**config.mk**
```make
export PLATFORM = sky130hd
export DESIGN_NAME = instrFetch
export DESIGN_NICKNAME = d
export VERILOG_FILES = /design/src/common/wiscPkg.sv /design/src/rtl/instrFetch.sv
export VERILOG_INCLUDE_DIRS = /design/src /design/src/common
export SDC_FILE = /design/constraint.sdc
export NUM_CORES = 2
export LEC_CHECK = 0
export ABC_CLOCK_PERIOD_IN_PS = 3400
export CAP_MARGIN = 10
export CORE_MARGIN = 5
export CORE_UTILIZATION = 55
export CTS_BUF_LIST = sky130_fd_sc_hd__clkbuf_8
export DETAILED_ROUTE_END_ITERATION = 16
export DONT_BUFFER_PORTS = 1
export PLACE_DENSITY = 0.79
export SLEW_MARGIN = 20
export SYNTH_ARGS = -nofsm -noshare
export SYNTH_HDL_FRONTEND = slang
export SYNTH_SLANG_ARGS = --single-unit
```
**constraint.sdc**
```tcl
create_clock -name clk -period 3.4 [get_ports clk]
set_input_delay 0.34 -clock clk [delete_from_list [all_inputs] [get_ports clk]]
set_output_delay 0.34 -clock clk [all_outputs]
set_load 0.05 [all_outputs]
```
**src/common/wiscCore_config.svh**
```systemverilog
// Depths are word counts and must be powers of two; reset PC must be even and inside the program
`ifndef WISC_CORE_CONFIG_SVH
`define WISC_CORE_CONFIG_SVH

// Instruction memory, 16-bit words, filled through the load port
`define WISC_IMEM_DEPTH 256

// Data memory, 16-bit words, byte address bit 0 ignored
`define WISC_DMEM_DEPTH 256

// First fetch address after arstN
`define WISC_RESET_PC 16'h0000

`endif

```
**src/common/wiscPkg.sv**
```systemverilog
// Types only; opcode values follow the 16-bit WISC encoding, SIIC and RTI are decoded as NOP
package wiscPkg;

    typedef logic [15:0] wordT; // Data word and byte address

    typedef enum logic [4:0] {
        opHalt   = 5'b00000, opNop   = 5'b00001, opSiic  = 5'b00010, opRti   = 5'b00011,
        opJ      = 5'b00100, opJr    = 5'b00101, opJal   = 5'b00110, opJalr  = 5'b00111,
        opAddi   = 5'b01000, opSubi  = 5'b01001, opXori  = 5'b01010, opAndni = 5'b01011,
        opBeqz   = 5'b01100, opBnez  = 5'b01101, opBltz  = 5'b01110, opBgez  = 5'b01111,
        opSt     = 5'b10000, opLd    = 5'b10001, opSlbi  = 5'b10010, opStu   = 5'b10011,
        opRoli   = 5'b10100, opSlli  = 5'b10101, opRori  = 5'b10110, opSrli  = 5'b10111,
        opLbi    = 5'b11000, opBtr   = 5'b11001, opShiftR = 5'b11010, opAluR = 5'b11011,
        opSeq    = 5'b11100, opSlt   = 5'b11101, opSle   = 5'b11110, opSco   = 5'b11111
    } opcodeT;

    typedef struct packed { // R format, func picks the op inside 11010 and 11011
        opcodeT     op;
        logic [2:0] rs;
        logic [2:0] rt;
        logic [2:0] rd;
        logic [1:0] func;
    } rFmtT;

    typedef struct packed { // I format 1, also loads and stores
        opcodeT     op;
        logic [2:0] rs;
        logic [2:0] rd;
        logic [4:0] imm5;
    } i1FmtT;

    typedef struct packed { // I format 2, branches, LBI, SLBI, JR, JALR
        opcodeT     op;
        logic [2:0] rs;
        logic [7:0] imm8;
    } i2FmtT;

    typedef struct packed { // J and JAL
        opcodeT      op;
        logic [10:0] disp11;
    } jFmtT;

    typedef union packed { // Same fetched word, four field layouts
        rFmtT  r;
        i1FmtT i1;
        i2FmtT i2;
        jFmtT  j;
    } instrU;

    typedef enum logic [4:0] {
        aluAdd, aluSub, aluRsub, aluXor, aluAndn, aluSll, aluSrl, aluRol,
        aluRor, aluSeq, aluSlt, aluSle, aluSco, aluBtr, aluPassB, aluSlbi
    } aluOpT;

    typedef enum logic [1:0] {immZero5, immSign5, immSign8, immSign11} immSelT;

    typedef enum logic [1:0] {destRs, destRdI1, destR7, destRdR} destSelT;

    typedef struct packed {
        logic    regWrite; // Register file write
        logic    pcSel;    // Take branchTarget
        logic    pc2Reg;   // Write back PC+2 (link)
        logic    memRead;  // Write back memory data
        logic    memWrite; // Store
        logic    val2Reg;  // Write back ALU result
        logic    immExt;   // Operand B is the immediate, store data from I1 rd
        logic    halt;
        immSelT  immSel;
        destSelT destSel;
        aluOpT   aluOp;
        logic    jumpReg;  // Target base is Rs instead of PC+2
    } ctrlT;

endpackage

```
**src/rtl/instrFetch.sv**
```systemverilog
// Program loads only while run is low; PC must stay even, odd jump targets are a program error
`timescale 1ns/1ns
`include "wiscCore_config.svh"

module instrFetch (
    input  logic                                clk,
    input  logic                                arstN,
    input  logic                                run,
    input  logic                                haltReq,
    input  logic                                pcSel,
    input  wiscPkg::wordT                       branchTarget,
    input  logic                                progWrEn,
    input  logic [$clog2(`WISC_IMEM_DEPTH)-1:0] progAddr,
    input  wiscPkg::wordT                       progData,
    output wiscPkg::instrU                      instr,
    output wiscPkg::wordT                       pc,
    output wiscPkg::wordT                       pcPlus2,
    output logic                                halted
);
    import wiscPkg::*;

    localparam int ImemAw = $clog2(`WISC_IMEM_DEPTH);

    wordT imem [`WISC_IMEM_DEPTH]; // Program store, no reset
    logic step;                    // Instruction retires this cycle

    assign step    = run & ~halted;
    assign pcPlus2 = pc + 16'd2;
    assign instr   = imem[pc[ImemAw:1]]; // Word index from byte PC

    // Load port, ignored once the core runs
    always_ff @(posedge clk) begin
        if (progWrEn && !run) begin
            imem[progAddr] <= progData;
        end
    end

    always_ff @(posedge clk or negedge arstN) begin
        if (!arstN) begin
            pc     <= `WISC_RESET_PC;
            halted <= 1'b0;
        end else if (step) begin
            if (haltReq) begin
                halted <= 1'b1;                          // Sticky until reset, PC holds
            end else begin
                pc <= pcSel ? branchTarget : pcPlus2;    // Taken branch or jump
            end
        end
    end

    // Target arithmetic from execUnit and the program must keep fetches aligned
    pcEven: assert property (@(posedge clk) disable iff (!arstN) step |=> !pc[0])
        else $error("instrFetch: odd PC %h", pc);

endmodule

```
Word-level counts from Yosys, hierarchy flattened
Memories as Yosys holds them, arrays and structs flattened.
Cells that the tools add are included.
{ "totals": {"regBits": 17, "ramBits": 4096, "elab_cells": 14, "mem_count": 1} }
{ "mem_list": {"columns": ["name", "words", "width", "rd", "rd_clocked_by_memory_dff", "wr", "line_no", "text"], "rows": [
  ["imem", 256, 16, 1, 0, 1, "instrFetch.sv:24", "wordT imem [`WISC_IMEM_DEPTH];"]
]} }
{ "op_classes": {"add_sub_neg": 1, "mux": 3, "n_bitwise": 3, "reduce_logical": 4} }
{ "op_table": {"columns": ["op", "n"], "rows": [
  ["16-bit by 2-bit adder with 16-bit output, second input constant", 1],
  ["16-bit 2-to-1 mux", 1],
  ["2-bit AND reduction", 2],
  ["1-bit 2-to-1 mux", 2],
  ["1-bit NOT", 2],
  ["1-bit bitwise AND", 1],
  ["1-bit logical AND", 1],
  ["1-bit zero test", 1]
]} }

Longest topological paths before layout
{ "depth": {"ltp_word": 4, "depth_mapped": 13} }

Worst setup path after synthesis
OpenSTA, ideal clock, no wires.
{ "synth_timing": {"path_kind": "register -> output", "from": "register pc[1]", "to": "output port instr[12] (netlist name)", "arrival_time_ns": 3.465, "t_required_ns": 3.060, "slack_ns": -0.405, "stages_incl_launch_ff": 12, "path_buffers": 5, "cell_sequence": "dfrtp_1 > buf_6 > buf_12 > buf_12 > buf_8 > buf_6 > mux2i_1 > a221oi_1 > o21ai_0 > a21oi_1 > nor4_1 > o32ai_1"} }
{ "synth_lines": {"columns": ["item", "line_no", "text"], "rows": [
  ["from (decl)", "instrFetch.sv:16", "output wiscPkg::wordT pc,"],
  ["from (signal assigned)", "instrFetch.sv:40", "pc <= `WISC_RESET_PC;"],
  ["from (signal assigned)", "instrFetch.sv:46", "pc <= pcSel ? branchTarget : pcPlus2;"],
  ["to (decl)", "instrFetch.sv:15", "output wiscPkg::instrU instr,"]
]} }

==> flow_summary.ini <==
[place]
post-place-ws_ns = -0.8086
dp_hpwl_mm = 262.5
numPortBuffers = 0
gp_congestion = 0.9305
dpl_cell_area_sq_um = 171500
dp_cells = 11820

[worst_setup_path]
worstSetupEndpointType = output port
cpMostUsedCell = buf_4
critPathMaxFanout = 6
endpoint = instr[10]
rr_worst_depth = 13
rr_endpoint = pc[9]
r2r_start = pc[1]
cp_num_buf_inv = 5
ff2ff_setup_slack_ns = 0.01
path_depth = 11
startpoint_type = flop
cp_top_family = compound AO/OA/AOI/OAI gates
criticalPathCategory = flop to output port
worstPathCellList = buf_6 -> bufbuf_16 -> buf_4 -> mux4_2 -> a22o_1 -> a221oi_2 -> o22ai_2 -> buf_4 -> o41ai_4 -> o32ai_4 -> buf_12
crit_slowest_cell = mux4_2
crit_required_ns = 3.06
slowest_delay_ns = 0.54
critPathArrivalTime_ns = 4.64
setup.worst_path.start = pc[1]

[power]
irDropWorstVdd_mv = 0.5068
powerDensity_nw_per_um2 = 628.2
p_leak_uw = 0.06132

[timing]
slew_headroom = 0.08238
finalCritPeriodShare = 1.465
setup_ws_ns = -1.582
fmax_mhz = 200.7
setup_viol = 26
worst_pin_slew_ns = 1.376
finalHoldWorstSlack_ns = 0.04300
skew_ns = 0.02231
min_period_ns = 4.982
hold_violations = 0
rsz0062_at_grt = yes
final-max-slew-violation-count = 0

[clocking]
clkSlewWorstSetupHoldPaths_ns = 0.07
clk_path_buf_depth = 4
cts.sinks = 4113
insertion_delay_ns = 1.25
cts_buffers = 626
cts_tree = yes
clockRootBuffer = clkbuf_8
htreeDepth = 6

[final_layout]
areaGrowthSynthToFinish_pct = 18.14
final_cell_mix = 4096 x edfxtp_1, 970 x buf_4, 864 x mux4_2
final_core_utilization = 0.6524
finalInstanceArea_sq_um = 188000
fin_cells = 13160
fin_nets = 8925
mostFrequentLayoutCell = edfxtp_1
drive_above_1_share = 0.3414

[synth]
ys_types = 67
synth_cells = 7385
yosysSeqAreaShare = 0.7756
postSynthAreaPerCell_sq_um = 21.55
ys_ff_latch = 4113
syn_nets = 7432
synth_area_sq_um = 159100
synth-edff-count = 4096
async_flop_share = 0.004133
yosys_warnings = 0
synth_ff_type = edfxtp_1

[die]
die_h_um = 547.9
core_area_sq_um = 288100
die_area_sq_um = 300200
rows = 197
dieWidth_um = 547.9
io-pin-count = 95
initial_core_util = 0.5522

[detailed_routing]
vias = 88160
dr.pass1.iters = 8
final_antenna_net_count = 0
via_per_inst = 6.700
wl_per_cell_um = 34.57
wirelength_mm = 454.9
drtIter0Drc = 15070
drc = 0

[status]
violations = negative setup slack
status = finished with violations

[global_route]
grt.total_usage = 0.2956
grt_pass1_wl_mm = 636.8
grt_pass1_vias = 88310
antenna_found_initial = 22
grt_start_max_net_pins = 257
grt_overflow = 0

[job]
max_cap_violations = 0

[hold_path]
min_path_type = input pin to flop
metrics by stage:
stage,TNS (ns),total power [uW]
finish,-26.53,118100
global route,-28.73,121400
CTS,-25.05,116900
detailed placement,-7.206,76680
global placement,-6.827,76380
floorplan,0,68290
timing repair:
action	CTS	global route
gates resized for setup	273	118
buffers inserted	61	37
hold buffers	87	2
hold endpoints to repair	5936	19
cloned	10	5
pin swaps	48	47
setup endpoints to repair	30	28
synthesized netlist by cell type, types with 6 or more instances:
master     count  area, sq um
or2_2         13        81.33
buf_4         29        217.7
a22oi_1       54        405.4
o211ai_1      32        240.2
a21oi_1      122        610.6
buf_1         17        63.81
o31ai_1       52        390.4
nor3_1        20        100.1
a211oi_1      46        345.3
mux4_2       864        19460
a22o_1        48        420.4
nor2_1       375         1408
xnor2_1        8        70.07
a221oi_1     130         1139
nand2b_1      17        106.4
mux2_2        40        450.4
o21ai_0      136        680.7
a2111oi_0      6        52.55
buf_12         6        120.1
mux2i_1      393         3934
and3_1        17        106.4
dfrtp_1       17        425.4
nand3_1       47        235.2
clkbuf_1     207        777.0
buf_6         84        945.9
o41ai_2        7        113.9
o221ai_1       8        70.07
nand2_1      119        446.7
o22ai_1       85        531.8
o221a_2        6        67.56
nor2b_1       20        125.1
a221o_1       46        460.4
o32ai_1        9        78.83
buf_2         99        495.5
nor4_1        13        81.33
buf_8         13        195.2
a31oi_1       16        100.1
edfxtp_1    4096       123000
nand4_1        9        56.30
per-layer routing:
metal  GRT usage  share of wire  vias up
met5           0        0.00021        -
met4      0.1669          0.070       14
met3     0.08783           0.15     1414
met2      0.4495           0.46     7677
met1      0.3863           0.32    44750
li1            -              -    34310
power by group:
part / internal (uW) / switching (uW)
combinational: 10600 / 12800
sequential: 55900 / 217
clock: 18800 / 19900
kinds of logic (layout without fill, tap and decap cells):
family / after synthesis / count (layout) / synth area share
AND/OR/NAND/NOR: 671 / 671 / 0.01847
buffers and inverters: 461 / 2431 / 0.01783
adder cells (fa/ha/maj): 1 / 1 / 0.00007862
XOR/XNOR: 13 / 13 / 0.0007155
flip-flops: 4113 / 4113 / 0.7756
AO/OA/AOI/OAI: 829 / 829 / 0.03744
multiplexers: 1297 / 1297 / 0.1498
other: 0 / 22 / 0
sequential cells by signal (all words and copies together), names as in the netlist:
name and count:
halted 1, imem 4096, pc 16
how the worst min path moves through the flow:
stage	from	to	slack, ns	depth (start not counted)
after floorplan	arstN	halted	0.04	0
after global placement	arstN	pc[11]	0.04	0
after detailed placement	arstN	pc[11]	0.04	0
after CTS	progAddr[3]	imem[250][7]	0.006	5
after global routing	progAddr[3]	imem[250][7]	0.02	5
final	branchTarget[2]	pc[2]	0.04	3
worst min-delay path: cells and delay by family:
kind | cells | cell delay [ns]
compound gates | 1 | 0.17
mux | 1 | 0.16
buf+inv | 1 | 0.54
layout make-up:
| cell class | instances | area, sq um |
|---|---|---|
| timing repair buffer | 1320 | 13600 |
| fill | 16990 | 100100 |
| clock inverter | 476 | 2918 |
| tap | 3781 | 4731 |
| antenna | 22 | 55.05 |
| inverter | 6 | 32.53 |
| clock buffer | 629 | 8657 |
| multi-input combinational | 2811 | 34550 |
| sequential | 4113 | 123500 |
No activity file was read; power rests on OpenSTA's default activity.
