===== src/common/wiscCore_config.svh =====
// Depths are word counts and must be powers of two; reset PC must be even and inside the program
`ifndef WISC_CORE_CONFIG_SVH
`define WISC_CORE_CONFIG_SVH

// Instruction memory, 16-bit words, filled through the load port
`define WISC_IMEM_DEPTH 256

// Data memory, 16-bit words, byte address bit 0 ignored
`define WISC_DMEM_DEPTH 256

// First fetch address after arstN
`define WISC_RESET_PC 16'h0000

`endif


===== src/common/wiscPkg.sv =====
// Types only; opcode values follow the 16-bit WISC encoding, SIIC and RTI are decoded as NOP
package wiscPkg;

    typedef logic [15:0] wordT; // Data word and byte address

    typedef enum logic [4:0] {
        opHalt   = 5'b00000, opNop   = 5'b00001, opSiic  = 5'b00010, opRti   = 5'b00011,
        opJ      = 5'b00100, opJr    = 5'b00101, opJal   = 5'b00110, opJalr  = 5'b00111,
        opAddi   = 5'b01000, opSubi  = 5'b01001, opXori  = 5'b01010, opAndni = 5'b01011,
        opBeqz   = 5'b01100, opBnez  = 5'b01101, opBltz  = 5'b01110, opBgez  = 5'b01111,
        opSt     = 5'b10000, opLd    = 5'b10001, opSlbi  = 5'b10010, opStu   = 5'b10011,
        opRoli   = 5'b10100, opSlli  = 5'b10101, opRori  = 5'b10110, opSrli  = 5'b10111,
        opLbi    = 5'b11000, opBtr   = 5'b11001, opShiftR = 5'b11010, opAluR = 5'b11011,
        opSeq    = 5'b11100, opSlt   = 5'b11101, opSle   = 5'b11110, opSco   = 5'b11111
    } opcodeT;

    typedef struct packed { // R format, func picks the op inside 11010 and 11011
        opcodeT     op;
        logic [2:0] rs;
        logic [2:0] rt;
        logic [2:0] rd;
        logic [1:0] func;
    } rFmtT;

    typedef struct packed { // I format 1, also loads and stores
        opcodeT     op;
        logic [2:0] rs;
        logic [2:0] rd;
        logic [4:0] imm5;
    } i1FmtT;

    typedef struct packed { // I format 2, branches, LBI, SLBI, JR, JALR
        opcodeT     op;
        logic [2:0] rs;
        logic [7:0] imm8;
    } i2FmtT;

    typedef struct packed { // J and JAL
        opcodeT      op;
        logic [10:0] disp11;
    } jFmtT;

    typedef union packed { // Same fetched word, four field layouts
        rFmtT  r;
        i1FmtT i1;
        i2FmtT i2;
        jFmtT  j;
    } instrU;

    typedef enum logic [4:0] {
        aluAdd, aluSub, aluRsub, aluXor, aluAndn, aluSll, aluSrl, aluRol,
        aluRor, aluSeq, aluSlt, aluSle, aluSco, aluBtr, aluPassB, aluSlbi
    } aluOpT;

    typedef enum logic [1:0] {immZero5, immSign5, immSign8, immSign11} immSelT;

    typedef enum logic [1:0] {destRs, destRdI1, destR7, destRdR} destSelT;

    typedef struct packed {
        logic    regWrite; // Register file write
        logic    pcSel;    // Take branchTarget
        logic    pc2Reg;   // Write back PC+2 (link)
        logic    memRead;  // Write back memory data
        logic    memWrite; // Store
        logic    val2Reg;  // Write back ALU result
        logic    immExt;   // Operand B is the immediate, store data from I1 rd
        logic    halt;
        immSelT  immSel;
        destSelT destSel;
        aluOpT   aluOp;
        logic    jumpReg;  // Target base is Rs instead of PC+2
    } ctrlT;

endpackage


===== src/execute/execUnit.sv =====
// Combinational; shift and rotate amounts use the low four bits of operand B, flags describe Rs
`timescale 1ns/1ns

module execUnit (
    input  wiscPkg::instrU instr,
    input  wiscPkg::ctrlT  ctrl,
    input  wiscPkg::wordT  rsData,
    input  wiscPkg::wordT  rtData,
    input  wiscPkg::wordT  pcPlus2,
    output wiscPkg::wordT  aluResult,
    output wiscPkg::wordT  branchTarget,
    output logic           zeroFlag,
    output logic           signFlag
);
    import wiscPkg::*;

    wordT        imm;     // Extended immediate
    wordT        opB;     // Second ALU operand
    logic [3:0]  amt;     // Shift or rotate amount
    logic [16:0] sum;     // Rs + B with carry
    logic [31:0] rolWide;
    logic [31:0] rorWide;
    wordT        rev;     // Bit reversed Rs

    // Immediate extension by format
    always_comb begin
        case (ctrl.immSel)
            immZero5: imm = {11'b0, instr.i1.imm5};
            immSign5: imm = {{11{instr.i1.imm5[4]}}, instr.i1.imm5};
            immSign8: imm = {{8{instr.i2.imm8[7]}}, instr.i2.imm8};
            default:  imm = {{5{instr.j.disp11[10]}}, instr.j.disp11};
        endcase
    end

    assign opB = ctrl.immExt ? imm : rtData;
    assign amt = opB[3:0];
    assign sum = {1'b0, rsData} + {1'b0, opB};

    assign rolWide = {rsData, rsData} << amt; // Upper half holds the rotate
    assign rorWide = {rsData, rsData} >> amt; // Lower half holds the rotate
    assign rev     = {<<{rsData}};

    always_comb begin
        case (ctrl.aluOp)
            aluAdd:   aluResult = sum[15:0];               // Also effective address
            aluSub:   aluResult = rsData - opB;
            aluRsub:  aluResult = opB - rsData;            // SUBI
            aluXor:   aluResult = rsData ^ opB;
            aluAndn:  aluResult = rsData & ~opB;
            aluSll:   aluResult = rsData << amt;
            aluSrl:   aluResult = rsData >> amt;
            aluRol:   aluResult = rolWide[31:16];
            aluRor:   aluResult = rorWide[15:0];
            aluSeq:   aluResult = {15'b0, rsData == opB};
            aluSlt:   aluResult = {15'b0, $signed(rsData) < $signed(opB)};
            aluSle:   aluResult = {15'b0, $signed(rsData) <= $signed(opB)};
            aluSco:   aluResult = {15'b0, sum[16]};        // Unsigned carry out
            aluBtr:   aluResult = rev;
            aluPassB: aluResult = opB;                     // LBI
            aluSlbi:  aluResult = {rsData[7:0], instr.i2.imm8}; // imm8 zero extended
            default:  aluResult = sum[15:0];
        endcase
    end

    // PC relative for branches and J/JAL, register based for JR/JALR
    assign branchTarget = (ctrl.jumpReg ? rsData : pcPlus2) + imm;

    assign zeroFlag = (rsData == '0);
    assign signFlag = rsData[15];

endmodule


===== config.mk =====
export PLATFORM = sky130hd
export DESIGN_NAME = execUnit
export DESIGN_NICKNAME = d
export VERILOG_FILES = /design/src/common/wiscCore_config.svh /design/src/common/wiscPkg.sv /design/src/execute/execUnit.sv
export SDC_FILE = /design/constraint.sdc
export NUM_CORES = 1
export LEC_CHECK = 0
export BUFFER_PORTS_ARGS = -buffer_cell sky130_fd_sc_hd__buf_2
export CORE_MARGIN = 3
export CORE_UTILIZATION = 40
export DETAILED_ROUTE_END_ITERATION = 8
export GPL_TIMING_DRIVEN = 0
export SYNTH_ARGS = -nofsm -noshare
export SYNTH_HDL_FRONTEND = slang
export SYNTH_SLANG_ARGS = --single-unit

===== constraint.sdc =====
create_clock -name vclk -period 5.84
set_input_delay 0.876 -clock vclk [all_inputs]
set_output_delay 0.876 -clock vclk [all_outputs]
set_load 0.02 [all_outputs]

# Yosys cells after proc, flatten, opt, wreduce, memory -nomap -nowiden
# Cells that the tools add are included.
[classes] add_sub_neg=4 order_cmp=2 n_eq_ne=18 shift=4 muxes=4 n_bitwise=3 reduce_logical=2
[op_table] cell="16-bit case mux with 15 select lines" n=1
[op_table] cell="16-bit case mux with 3 select lines" n=1
[op_table] cell="5-bit by 4-bit == test with 1-bit output (second input constant)" n=8
[op_table] cell="16-bit two-way mux" n=2
[op_table] cell="32-bit by 4-bit << shifter with 32-bit output" n=1
[op_table] cell="32-bit by 4-bit >> shifter with 16-bit output" n=1
[op_table] cell="16-bit subtractor" n=2
[op_table] cell="5-bit by 3-bit == test with 1-bit output (second input constant)" n=4
[op_table] cell="16-bit by 16-bit adder with 17-bit output" n=1
[op_table] cell="16-bit adder" n=1
[op_table] cell="16-bit AND" n=1
[op_table] cell="16-bit == test" n=1
[op_table] cell="16-bit <= comparator" n=1
[op_table] cell="16-bit zero test" n=1
[op_table] cell="16-bit less-than comparator" n=1
[op_table] cell="16-bit inverter" n=1
[op_table] cell="16-bit by 4-bit << shifter with 16-bit output" n=1
[op_table] cell="16-bit by 4-bit >> shifter with 16-bit output" n=1
[op_table] cell="16-bit bitwise XOR" n=1
[op_table] cell="5-bit by 2-bit == test with 1-bit output (second input constant)" n=2
[op_table] cell="5-bit by 1-bit == test with 1-bit output (second input constant)" n=1
[op_table] cell="2-bit by 1-bit == test with 1-bit output (second input constant)" n=1
[op_table] cell="2-bit == test (second input constant)" n=1
[op_table] cell="2-bit zero test" n=1
[word_totals] register_bits=0 in_bits=82 output_inout_bits=34 elab_cells=37

# Longest topological paths before layout
[depth] word_depth=6 mapped_depth=15

# Worst setup path after synthesis
# Ideal clock, no wire load.
[synth_path] kind="input to output" startpoint="input port ctrl[11] (netlist name)" endpoint="output port aluResult[13]" arrival_time_ns=4.323 required_ns=4.964 path_slack_ns=0.641 cell_stages=15 cell_sequence="buf_6 mux2i_4 inv_4 clkbuf_1 clkbuf_1 ha_1 buf_1 inv_1 o21ai_0 o221ai_1 a2111o_1 a311oi_1 or3_1 o311ai_1 nor3_1"
[synth_between] elab_chain_len=4
[synth_rtl] element="from (decl)" line_no="execUnit.sv:6" source="input wiscPkg::ctrlT ctrl,"
[synth_rtl] element="16-bit two-way mux (*)" line_no="execUnit.sv:35" source="assign opB = ctrl.immExt ? imm : rtData;"
[synth_rtl] element="parallel branches: the longest is 2 deep, another holds 16-bit by 16-bit adder with 17-bit output"
[synth_rtl] element="16-bit case mux with 15 select lines (*)" line_no="execUnit.sv:44" source="case (ctrl.aluOp)"
[synth_rtl] element="to (decl)" line_no="execUnit.sv:10" source="output wiscPkg::wordT aluResult,"
# Mark *: on every way between the ends.

# Worst setup path in the final report
[layout_path] startpoint="input port ctrl[11] (netlist name)" endpoint="output port aluResult[14]"
# Same word-level chain as after synthesis.

==> summary.log <==
qor: run_status.status finished, final reports clean
qor: placement.dpl_worst_slack -536 ps
qor: sta.setup-tns-final 0 ps
qor: layout.design.seq.count 0
qor: route.dr_total_vias 8256
qor: route.drc_errors 0
qor: layout.layout.nets 1155
qor: layout.final_cell_mix sky130_fd_sc_hd__buf_2, sky130_fd_sc_hd__nor2_1, sky130_fd_sc_hd__nand2_1, sky130_fd_sc_hd__mux2i_1, sky130_fd_sc_hd__ha_1
qor: worst_hold_path.min_path_cells 3
qor: grt.global_route.usage.total 34.0%
qor: route.post_drt_via_cell_ratio 6.80
qor: placement.place.detailed.hpwl 24.6 mm
qor: floorplan.dieArea 17300 sq um
qor: layout.syn2layout_area_growth 13.0%
qor: worst_setup_path.critPathKind in2out
qor: layout.insertedDiodeCount 0
qor: sta.finalMaxSlewViolations 0
qor: power_and_ir_drop.powerDensity 139 nW/um^2
qor: sta.fin_ws 111 ps
qor: yosys.synth.net_count 1055
qor: route.post_drt_wl_per_cell 25.9 um
qor: sta.timing.final.hold_violations 0
qor: power_and_ir_drop.combPwrFrac 100.0%
qor: worst_setup_path.worst-path-buf-inv 4
qor: grt.grt.overflow.total 0
qor: sta.tightestPinTransition 1050 ps
qor: worst_setup_path.cp_slowest_stage_delay 470 ps
qor: yosys.yosys_warnings 0
qor: layout.final_common_cell sky130_fd_sc_hd__buf_2
qor: yosys.synthesis.area_per_instance 6.95 sq um
qor: layout.finalCoreUtilization 46.5%
qor: power_and_ir_drop.power_switching_share 64.7%
qor: power_and_ir_drop.ir_worst_vdd 0.0811 mV
qor: yosys.ys_types 75
qor: sta.fin_worst_hold_slack 2110 ps
qor: yosys.syn-cell-area 6300 sq um
qor: floorplan.start_util 41.1%
qor: grt.wire_length_of_the_first_global_routing_pass 46.5 mm
qor: floorplan.row_cnt 45
qor: worst_setup_path.crit_fanout 12
qor: sta.maxClockFrequency 175 MHz
qor: route.drt-pass1-iter-count 9
qor: flow_run.maximum_capacitance_violations 0
qor: placement.placement.io_buffers 99
qor: placement.place_congestion 1.06
qor: grt.via_count_of_the_first_global_routing_pass 7576
qor: grt.grt_max_degree 22
qor: worst_setup_path.setup.worst_path.start_class input port
qor: worst_setup_path.endpoint_kind output pin
qor: layout.register_area 0 sq um
qor: sta.period_needed 5730 ps
qor: worst_hold_path.timing.hold.worst.start rsData[15]
qor: floorplan.fp.dieW 131 um
qor: yosys.yosysSeqAreaShare 0%
qor: worst_hold_path.hold_path_class in2out
qor: sta.finalSetupViolations 0
qor: worst_setup_path.required 4960 ps
qor: sta.grt_setup_unrepaired true
qor: power_and_ir_drop.sequential_share_of_power 0%
qor: sta.worst_slew_slack_as_a_fraction_of_its_limit 30.2%
qor: grt.grt_antenna_before_repair 0
qor: worst_setup_path.critPathSlowestCell sky130_fd_sc_hd__mux2i_2
qor: worst_setup_path.path_delay_family compound AO/OA/AOI/OAI gates
qor: worst_setup_path.crit_path_cell_trace buf_6, mux2i_2, clkbuf_2, buf_2, fa_1, nor2_1, o221ai_1, a211oi_1, o311a_1, o41ai_2, o31a_1, o221ai_1, a21oi_1, buf_2
qor: floorplan.die_height 131 um
qor: power_and_ir_drop.power_switching 0.000638 W
qor: worst_setup_path.timing.critical_path.arrival 4850 ps
qor: layout.n_clock_buffer 0
qor: power_and_ir_drop.cellLeakagePower 3.14 nW
qor: layout.drive_above_1_share 15.9%
qor: route.route.final.wire_length 31.5 mm
qor: worst_hold_path.timing.hold.worst_endpoint signFlag
qor: power_and_ir_drop.clock_power_share 0%
qor: floorplan.ios 116
qor: power_and_ir_drop.report.power.total 0.000986 W
qor: route.antenna_left 0
qor: yosys.syn_inst 906
qor: sta.min_period_over_period 98.1%
qor: route.drtIter0Drc 1091
qor: power_and_ir_drop.power.internal 0.000348 W
qor: floorplan.coreArea 15300 sq um
area by class of cell:
class,instances,area [sq um]
inverter,58,220
tap,211,264
multi-input combinational,777,5830
timing repair buffer,101,510
fill,1662,8200
buffer,68,292
Yosys cell counts (6+ instances only):
master	instances	area share, %
sky130_fd_sc_hd__nor2_1	83	4.9
sky130_fd_sc_hd__nand2_1	81	4.8
sky130_fd_sc_hd__mux2i_1	78	12
sky130_fd_sc_hd__ha_1	63	13
sky130_fd_sc_hd__a21oi_1	60	4.8
sky130_fd_sc_hd__clkbuf_1	57	3.4
sky130_fd_sc_hd__inv_1	54	3.2
sky130_fd_sc_hd__o21ai_0	36	2.9
sky130_fd_sc_hd__a221oi_1	19	2.6
sky130_fd_sc_hd__o211ai_1	19	2.3
sky130_fd_sc_hd__nor3_1	18	1.4
sky130_fd_sc_hd__xnor2_1	18	2.5
sky130_fd_sc_hd__mux2_2	17	3.0
sky130_fd_sc_hd__nand3_1	15	1.2
sky130_fd_sc_hd__a22oi_1	14	1.7
sky130_fd_sc_hd__a211oi_1	13	1.5
sky130_fd_sc_hd__a21o_1	13	1.5
sky130_fd_sc_hd__or3_1	13	1.3
sky130_fd_sc_hd__a31oi_1	12	1.2
sky130_fd_sc_hd__o221ai_1	12	1.7
sky130_fd_sc_hd__o22ai_1	12	1.2
sky130_fd_sc_hd__and3_1	11	1.1
sky130_fd_sc_hd__nand2b_1	11	1.1
sky130_fd_sc_hd__nor2b_1	10	0.99
sky130_fd_sc_hd__nor4_1	10	0.99
sky130_fd_sc_hd__and2_1	9	0.89
sky130_fd_sc_hd__o21a_1	9	1.1
sky130_fd_sc_hd__mux4_2	8	2.9
sky130_fd_sc_hd__nand4_1	8	0.79
sky130_fd_sc_hd__o2111ai_1	8	1.1
sky130_fd_sc_hd__buf_1	6	0.36
sky130_fd_sc_hd__o21bai_1	6	0.72
metal layers:
metal / track usage, % / wire length, um / share of wire, %
met3: 6.39 / 3530 / 11
met1: 45.4 / 12600 / 40
met4: 19.0 / 2170 / 6.9
met2: 51.3 / 13200 / 42
met5: 0 / 0 / 0
worst max-delay path by stage:
stage	start	to	slack [ps]	cells after the start
4_1_cts	ctrl[11]	aluResult[14]	70	14
6_report	ctrl[11]	aluResult[14]	110	14
3_5_place_dp	ctrl[11]	aluResult[14]	-540	15
2_1_floorplan	ctrl[11]	aluResult[13]	640	15
3_3_place_gp	ctrl[11]	aluResult[14]	-560	15
5_1_grt	ctrl[11]	aluResult[13]	-10	15
power groups by stage:
stage                     clock network (W)  logic, W  registers (W)
after floorplan                           0  0.000647              0
after global placement                    0  0.000947              0
after detailed placement                  0  0.000943              0
after CTS                                 0  0.000953              0
after global routing                      0   0.00104              0
final                                     0  0.000986              0
per-stage QoR:
step / std cells / area [sq um]
floorplan: 906 / 6300
global placement: 1216 / 7060
detailed placement: 1216 / 7060
CTS: 1217 / 7100
global route: 1215 / 7120
finish: 1215 / 7120
tightest hold or removal path, cell delays in order:
cell                    delay (ps)
sky130_fd_sc_hd__buf_2         110
sky130_fd_sc_hd__buf_4         100
sky130_fd_sc_hd__buf_2         150
cells by family (layout without fill, tap and decap cells):
| logic type | Yosys count | after routing | synth area share, % |
|---|---|---|---|
| AND/OR/NAND/NOR | 286 | 286 | 21.8 |
| buffers and inverters | 129 | 227 | 8.07 |
| multiplexers | 108 | 108 | 20.2 |
| XOR/XNOR | 22 | 22 | 3.06 |
| adder cells (fa/ha/maj) | 67 | 67 | 13.8 |
| AO/OA/AOI/OAI | 294 | 294 | 33.1 |
what timing repair did:
action,in CTS,in global routing
buffers inserted,2,0
resized for setup,9,12
gates cloned,0,0
endpoints found under the setup margin,8,6
hold buffers,0,0
No activity file was read; power rests on OpenSTA's default activity.
