==> src/common/wiscCore_config.svh <==
// Depths are word counts and must be powers of two; reset PC must be even and inside the program
`ifndef WISC_CORE_CONFIG_SVH
`define WISC_CORE_CONFIG_SVH

// Instruction memory, 16-bit words, filled through the load port
`define WISC_IMEM_DEPTH 256

// Data memory, 16-bit words, byte address bit 0 ignored
`define WISC_DMEM_DEPTH 256

// First fetch address after arstN
`define WISC_RESET_PC 16'h0000

`endif

==> src/common/wiscPkg.sv <==
// Types only; opcode values follow the 16-bit WISC encoding, SIIC and RTI are decoded as NOP
package wiscPkg;

    typedef logic [15:0] wordT; // Data word and byte address

    typedef enum logic [4:0] {
        opHalt   = 5'b00000, opNop   = 5'b00001, opSiic  = 5'b00010, opRti   = 5'b00011,
        opJ      = 5'b00100, opJr    = 5'b00101, opJal   = 5'b00110, opJalr  = 5'b00111,
        opAddi   = 5'b01000, opSubi  = 5'b01001, opXori  = 5'b01010, opAndni = 5'b01011,
        opBeqz   = 5'b01100, opBnez  = 5'b01101, opBltz  = 5'b01110, opBgez  = 5'b01111,
        opSt     = 5'b10000, opLd    = 5'b10001, opSlbi  = 5'b10010, opStu   = 5'b10011,
        opRoli   = 5'b10100, opSlli  = 5'b10101, opRori  = 5'b10110, opSrli  = 5'b10111,
        opLbi    = 5'b11000, opBtr   = 5'b11001, opShiftR = 5'b11010, opAluR = 5'b11011,
        opSeq    = 5'b11100, opSlt   = 5'b11101, opSle   = 5'b11110, opSco   = 5'b11111
    } opcodeT;

    typedef struct packed { // R format, func picks the op inside 11010 and 11011
        opcodeT     op;
        logic [2:0] rs;
        logic [2:0] rt;
        logic [2:0] rd;
        logic [1:0] func;
    } rFmtT;

    typedef struct packed { // I format 1, also loads and stores
        opcodeT     op;
        logic [2:0] rs;
        logic [2:0] rd;
        logic [4:0] imm5;
    } i1FmtT;

    typedef struct packed { // I format 2, branches, LBI, SLBI, JR, JALR
        opcodeT     op;
        logic [2:0] rs;
        logic [7:0] imm8;
    } i2FmtT;

    typedef struct packed { // J and JAL
        opcodeT      op;
        logic [10:0] disp11;
    } jFmtT;

    typedef union packed { // Same fetched word, four field layouts
        rFmtT  r;
        i1FmtT i1;
        i2FmtT i2;
        jFmtT  j;
    } instrU;

    typedef enum logic [4:0] {
        aluAdd, aluSub, aluRsub, aluXor, aluAndn, aluSll, aluSrl, aluRol,
        aluRor, aluSeq, aluSlt, aluSle, aluSco, aluBtr, aluPassB, aluSlbi
    } aluOpT;

    typedef enum logic [1:0] {immZero5, immSign5, immSign8, immSign11} immSelT;

    typedef enum logic [1:0] {destRs, destRdI1, destR7, destRdR} destSelT;

    typedef struct packed {
        logic    regWrite; // Register file write
        logic    pcSel;    // Take branchTarget
        logic    pc2Reg;   // Write back PC+2 (link)
        logic    memRead;  // Write back memory data
        logic    memWrite; // Store
        logic    val2Reg;  // Write back ALU result
        logic    immExt;   // Operand B is the immediate, store data from I1 rd
        logic    halt;
        immSelT  immSel;
        destSelT destSel;
        aluOpT   aluOp;
        logic    jumpReg;  // Target base is Rs instead of PC+2
    } ctrlT;

endpackage

==> src/rtl/regFile.sv <==
// No write-to-read bypass; a same-cycle read returns the old value, R0 is an ordinary register
`timescale 1ns/1ns

module regFile (
    input  logic          clk,
    input  logic          arstN,
    input  logic [2:0]    rdAddrA,
    input  logic [2:0]    rdAddrB,
    output wiscPkg::wordT rdDataA,
    output wiscPkg::wordT rdDataB,
    input  logic          wrEn,
    input  logic [2:0]    wrAddr,
    input  wiscPkg::wordT wrData
);
    import wiscPkg::*;

    wordT regs [8]; // R0..R7

    assign rdDataA = regs[rdAddrA]; // Rs port
    assign rdDataB = regs[rdAddrB]; // Rt or store data port

    always_ff @(posedge clk or negedge arstN) begin
        if (!arstN) begin
            for (int i = 0; i < 8; i++) begin
                regs[i] <= '0; // Architectural state starts at zero
            end
        end else if (wrEn) begin
            regs[wrAddr] <= wrData;
        end
    end

endmodule

==> config.mk <==
export PLATFORM = sky130hd
export DESIGN_NAME = regFile
export DESIGN_NICKNAME = d
export VERILOG_FILES = /design/src/common/wiscCore_config.svh /design/src/common/wiscPkg.sv /design/src/rtl/regFile.sv
export SDC_FILE = /design/constraint.sdc
export NUM_CORES = 1
export LEC_CHECK = 0
export BUFFER_PORTS_ARGS = -buffer_cell sky130_fd_sc_hd__buf_2
export CAP_MARGIN = 20
export CORE_ASPECT_RATIO = 1.2
export CORE_MARGIN = 5
export CORE_UTILIZATION = 40
export DETAILED_ROUTE_END_ITERATION = 8
export SLEW_MARGIN = 15
export SYNTH_ARGS = -nofsm -noshare
export SYNTH_HDL_FRONTEND = slang
export SYNTH_SLANG_ARGS = --single-unit
==> constraint.sdc <==
create_clock -name clk -period 2.2 [get_ports clk]
set_clock_uncertainty 0.2 [all_clocks]
set_input_delay 0.33 -clock clk [delete_from_list [all_inputs] [get_ports clk]]
set_output_delay 0.33 -clock clk [all_outputs]
set_load 0.1 [all_outputs]
# [Yosys cells after proc, flatten, opt, wreduce, memory -nomap -nowiden]
# Index checks and enable logic that the tools add are counted.
[totals] regBits=128 input_bits=28 output_inout_bits=32 wordCells=25
[classes] order_cmp=4 muxes=9 n_bitwise=3 reduce_logical=1
[ops] op="$bwmux 128" count=1
[ops] op="$bmux 16 s3" count=2
[ops] op="$mux 16" count=5
[ops] op="$demux 16 s3" count=1
[ops] op="$ge 4x4->1 const B" count=3
[ops] op="$not 3->4" count=3
[ops] op="$lt 4x1->1 const B" count=1
[ops] op="$logic_and 1x1->1" count=1

# [Depth between registers and ports, before layout]
# Gate-level depths: netlist (run 1).
[logic_depth] word_depth=6 depth_mapped=5 mapped_depth_nobuf=2

# [Worst setup path before layout (run 1)]
# OpenSTA, ideal clock, no wires.
[synth_path] path_kind="in2out" start="input rdAddrA[0]" end="output rdDataA[1]" arrival_ns=1.597 t_required_ns=1.670 path_slack_ns=0.073 stages=4 n_path_buf=2 path_cell_list="buf_6 > buf_6 > mux4_1 > mux2_2"
[synth_via] elab_chain_cells=4
[synth_lines] item="start: declaration" line="regFile.sv:7" source="input logic [2:0] rdAddrA,"
[synth_lines] item="$not 3->4 (not written as such)" line="regFile.sv:19" source="assign rdDataA = regs[rdAddrA];"
[synth_lines] item="$bmux 16 s3" line="regFile.sv:19"
[synth_lines] item="$mux 16 (not written as such) (2 in series)" line="regFile.sv:19"
[synth_lines] item="end: declaration" line="regFile.sv:9" source="output wiscPkg::wordT rdDataA,"
# No other way between the ends. The select of a mux whose other input is x is not followed.

# [Final worst setup path (run 1)]
[layout_path] start="register regs[3] in the netlist's numbering" end="output rdDataB[3]"
[layout_via] elab_chain_cells=3
[layout_lines] item="start: declaration" line="regFile.sv:17" source="wordT regs [8];"
[layout_lines] item="start signal: indexed assignment" line="regFile.sv:28" source="regs[wrAddr] <= wrData;"
[layout_lines] item="$bmux 16 s3" line="regFile.sv:20" source="assign rdDataB = regs[rdAddrB];"
[layout_lines] item="$mux 16 (not written as such) (2 in series)" line="regFile.sv:20"
[layout_lines] item="end: declaration" line="regFile.sv:10" source="output wiscPkg::wordT rdDataB,"
# No other way between the ends. The select of a mux whose other input is x is not followed.

==> out/qor.txt, run 1 <==
Placer's final routability congestion estimate = 0.706
Pin count of the biggest net entering global routing = 39
Root buf cell = clkbuf_16
Number of I/O pins = 60
R2R depth = 2
Post-Syn Instances = 393
Area share of the largest cell type after synthesis = 45.8%
PD cells = 1140 nW/um^2
Die area = 20200 um^2
Outcome = complete, but fails checks
Finished Layout Cells = 700
Worst-margin pin slew = 525 ps
Initial core utilization = 40.2%
Worst EP required = 1670 ps
FF-to-FF Start = regs[1]
Cell Area, Synth = 6990 um^2
Slew Limit Headroom = 65.0%
Dpl cell area = 7780 um^2
# nets final = 495
Port Buffer Count = 59
CP bufs+invs = 1
Die height = 155 um
Kind of critical path = flip-flop to output pin
Hold Fails Final Rpt = 0
Clock Sinks = 128
DRT antenna net count = 0
Routed wire length per instance = 23.9 um
Core Area = 17400 um^2
Hold Startpoint = wrData[8]
Crit-path slowest cell = mux4_2
All-Layer GR Usage = 17.7%
Min cycle time layout = 2310 ps
Area delta synth->final = 26.7%
Hold WC Path Type = primary input to flip-flop
Gr ovfl total = 0
Fin crit share = 105%
Initial antenna violation count = 0
Delay-heaviest family, CP = multiplexers
Clk Latency, worst-skew pair = 420 ps
Post-synthesis average cell area = 17.8 um^2
CP endpoint kind = output pin
Top Registers = regs: 128 flops
Fin. max-slew vios = 0
Total power = 10100 uW
DP HPWL = 10000 um
DR iter-0 viols = 236
Layout fillers = 1455
Synth cell types = 14
Antenna diodes = 0
Max Freq = 0.432 GHz
Routed WL = 16700 um
CTS Buf Count = 17
Via density = 5.74
Failing checks = negative setup slack
Final Cell Area = 8860 um^2
Yosys top cell by area = dfrtp_1
Initial DRT Pass Iterations = 4
Lkg Pwr = 0.00376 uW
YS warnings = 0
Hold Path Depth = 2
Util after Layout = 51.0%
Worst endpoint data arrival time = 1780 ps
Register area = 3200 um^2
Clk slew on worst S/H paths = 60 ps
Post-synthesis sequential area ratio = 45.8%
CTS tree = done
Worst R2R End = regs[1]
Final WS setup = -114 ps
Dominant cells by area after synthesis = dfrtp_1 46%, mux2_2 26%, mux4_1 21%
Max VDD drop = 0.665 mV
Share of cells above drive strength 1 = 72.5%
Cell Rows = 53
Crit-path cells = mux4_2, mux2_4, buf_12
Die W = 131 um
Clock buffer depth = 2
Endpoints failing setup = 32
H-tree Lvls = 4
Via count = 4019
Max FFs per register = 128
CP peak stage delay = 490 ps
RSZ-0062 raised after global routing = yes
Register with the most flip-flops = regs
Commonest non-fill, non-tap cells in the layout = 128 x mux2_2, 128 x dfrtp_1, 62 x mux4_2
Placed insts = 661
Vias in the first global route = 4469
Synth Net Count = 421
DRC viols = 0
Crit Path Max Fanout = 3
Crit path launch type = flip-flop
Synthesis-stage register bit count = 128
Global-route wire length before repair = 26300 um
Hold EP = regs[8]
Flop2flop setup slack = 1090 ps
Area of the multi-input gates = 3530 um^2
Max_cap viols = 0
Yosys cell counts:
master	instances
dfrtp_1	128
mux2_2	160
mux4_2	8
mux4_1	56
nand4_2	1
nor4bb_1	3
clkbuf_1	3
buf_2	9
buf_4	5
buf_6	9
nand4b_2	3
clkbuf_2	2
buf_1	5
nor4b_4	1
per-layer routing:
layer  global-route usage (%)  share of wire (%)  wire length (um)
met2                     28.3                 51              8520
met4                     5.39                1.3               225
met3                     4.56                4.0               676
met1                     23.7                 44              7280
met5                        0                  0                 0
power breakdown:
group / internal, uW / switching (uW)
logic: 1870 / 2020
registers: 2880 / 396
clock network: 1930 / 1020
worst max-delay path by stage:
stage / start / endpoint / slack (ps) / depth (start not counted)
3_3_place_gp: rdAddrA[0] / rdDataA[11] / -180 / 5
5_1_grt: regs[33] / rdDataB[1] / -160 / 3
2_1_floorplan: rdAddrA[0] / rdDataA[1] / 70 / 4
3_5_place_dp: rdAddrA[0] / rdDataA[1] / -170 / 5
4_1_cts: regs[42] / rdDataA[10] / -140 / 3
6_report: regs[3] / rdDataB[3] / -110 / 3
kinds of logic after synthesis:
family | share of synthesized area [%]
buf+inv | 3.20
flops | 45.8
mux | 49.4
simple gates | 1.59
cell type report:
| class | instances | share of cell area [%] |
|---|---|---|
| clock inverter | 9 | 1.46 |
| timing repair buffer | 88 | 13.8 |
| tap | 220 | 3.11 |
| multi-input combinational | 232 | 39.8 |
| sequential | 128 | 36.2 |
| clock buffer | 23 | 5.62 |
what timing repair did:
item	in CTS	in global routing
setup buffers	5	1
hold buffers	1	0
endpoints found under the hold margin	35	0
setup endpoints to repair	32	32
resized for setup	203	11
metrics by stage:
| stage | TNS (ps) | worst slack (ps) | hold WS [ps] |
|---|---|---|---|
| 6_report | -2720 | -114 | 41.0 |
| 5_1_grt | -4340 | -155 | 41.6 |
| 4_1_cts | -3560 | -143 | 22.3 |
| 3_5_place_dp | -4710 | -174 | 141 |
| 3_3_place_gp | -4650 | -177 | 138 |
| 2_1_floorplan | 0 | 72.7 | -166 |
Power figures use the tool's default switching activity.
==> run 2, diff against run 1 <==
- RECOVER_POWER: unset -> 100
- SETUP_SLACK_MARGIN: unset -> 0.3
==> out/qor.txt, run 2 (synthesis gave the netlist of run 1 again) <==
Worst endpoint data arrival time = 1780 ps (about the same)
Crit-path cells = mux4_2, mux2_4, buf_12
Share of cells above drive strength 1 = 71.4% (-1.1 points)
Hold Fails Final Rpt = 0 (unchanged)
Failing checks = negative setup slack
Vias in the first global route = 4419 (-1.1%)
Initial core utilization = 40.2% (unchanged)
CTS tree = done
Die height = 155 um (unchanged)
Max_cap viols = 0 (unchanged)
Hold WC Path Type = primary input to flip-flop
Pin count of the biggest net entering global routing = 45 (+15%)
Area delta synth->final = 23.9%
Crit-path slowest cell = mux4_2
Util after Layout = 49.8% (-1.1 points)
Top Registers = regs: 128 flops
PD cells = 1140 nW/um^2 (-0.50%)
CP peak stage delay = 520 ps (+30 ps)
# nets final = 497 (+0.40%)
Clk slew on worst S/H paths = 50 ps (about the same)
DRC viols = 0 (unchanged)
Fin. max-slew vios = 0 (unchanged)
Global-route wire length before repair = 26600 um (+1.0%)
Final WS setup = -108 ps (+5.29 ps)
Crit path launch type = flip-flop
Die W = 131 um (unchanged)
Cell Rows = 53 (unchanged)
Initial DRT Pass Iterations = 4 (unchanged)
DR iter-0 viols = 199 (-16%)
Min cycle time layout = 2310 ps (-5.29 ps)
Hold Worst Slack = 61.1 ps (+20.1 ps)
CTS Buf Count = 17 (unchanged)
Via count = 3989 (-0.75%)
Port Buffer Count = 59 (unchanged)
Total power = 9840 uW (-2.7%)
Routed wire length per instance = 24.0 um (+0.57%)
Clock Sinks = 128 (unchanged)
Initial antenna violation count = 0 (unchanged)
All-Layer GR Usage = 17.9% (+0.19 points)
Fin crit share = 105% (-0.24 points)
Antenna diodes = 0 (unchanged)
Register area = 3200 um^2 (unchanged)
Crit Path Max Fanout = 3 (unchanged)
Worst EP required = 1670 ps (about the same)
Clk Latency, worst-skew pair = 410 ps (about the same)
Die area = 20200 um^2 (unchanged)
Flop2flop setup slack = 990 ps (-100 ps)
Number of I/O pins = 60 (unchanged)
Placer's final routability congestion estimate = 0.760 (+7.6%)
Max Freq = 0.433 GHz (+0.23%)
Core Area = 17400 um^2 (unchanged)
Commonest non-fill, non-tap cells in the layout = 128 x mux2_2, 128 x dfrtp_1, 64 x mux4_2
H-tree Lvls = 4 (unchanged)
Root buf cell = clkbuf_16
RSZ-0062 raised after global routing = yes
CP endpoint kind = output pin
Lkg Pwr = 0.00368 uW (-2.1%)
Register with the most flip-flops = regs
Via density = 5.71 (-0.60%)
Post-Place Setup Slack = -152 ps (+21.7 ps)
Routed WL = 16800 um (+0.43%)
DRT antenna net count = 0 (unchanged)
Max FFs per register = 128 (unchanged)
Gr ovfl total = 0 (unchanged)
Clock buffer depth = 2 (unchanged)
Delay-heaviest family, CP = multiplexers
Layout fillers = 1478 (+1.6%)
CP bufs+invs = 1 (unchanged)
Endpoints failing setup = 32 (unchanged)
Worst-margin pin slew = 923 ps (+398 ps)
Kind of critical path = flip-flop to output pin
Area of the multi-input gates = 3480 um^2 (-1.2%)
Max VDD drop = 0.709 mV (+6.7%)
DP HPWL = 10800 um (+8.0%)
Slew Limit Headroom = 38.5% (-27 points)
Outcome = complete, but fails checks
run 2: changes by cell type in the layout (fill, tap and decap cells not counted), sizes merged:
| cell | delta |
|---|---|
| buf | -12 |
| clkbuf | +14 |
| bufinv | -2 |
| clkinvlp | -1 |
| dlymetal6s2s | +1 |
| clkinv | -1 |
run 2: worst reg2reg max path: cells and delay by family, from the launching register on:
kind / cells / cell delay, ps
flops: 1 / 390
buf+inv: 2 / 250
mux: 1 / 250
run 2: metal layers:
metal / GRT usage, % / wire length [um] / part of all wire, %
met1: 25.3 / 7500 / 45
met2: 27.4 / 8150 / 49
met3: 3.59 / 801 / 4.8
met4: 6.32 / 323 / 1.9
met5: 0 / 0 / 0
run 2: worst paths after layout:
kind | from | end | depth (start not counted)
max in group asynchronous | arstN | regs[12] | 3
min in group asynchronous | arstN | regs[78] | 2
min reg2reg | regs[16] | regs[16] | 1
min | wrData[8] | regs[104] | 2
max reg2reg | regs[9] | regs[9] | 3
max | regs[8] | rdDataB[8] | 3
run 2: cell type report:
cell class | instances | area share [%]
flip-flops and latches | 128 | 37.0
repair buffers | 90 | 13.0
clock inverters | 5 | 0.607
well taps | 220 | 3.18
clock buffers | 24 | 6.03
multi-input cells | 232 | 40.2
run 2: timing repair:
item / 4_1_cts / 5_1_grt
pin swaps: 0 / 0
gates resized for setup: 132 / 0
setup buffers: 1 / 3
endpoints found under the setup margin: 32 / 32
hold buffers: 1 / 0
hold endpoints to repair: 29 / 0
run 2: power breakdown:
| group | switching (uW) | internal [uW] |
|---|---|---|
| Sequential | 373 | 2880 |
| Combinational | 2020 | 1850 |
| Clock | 976 | 1740 |
| Total | 3370 | 6470 |
run 2: stage by stage:
stage | instance area (um^2) | instances | setup TNS, ps
after floorplan | 6990 | 393 | 0
after global placement | 7720 | 665 | -3920
after detailed placement | 7720 | 665 | -4100
after CTS | 8780 | 696 | -3150
after global routing | 8660 | 699 | -4590
final | 8660 | 699 | -2420
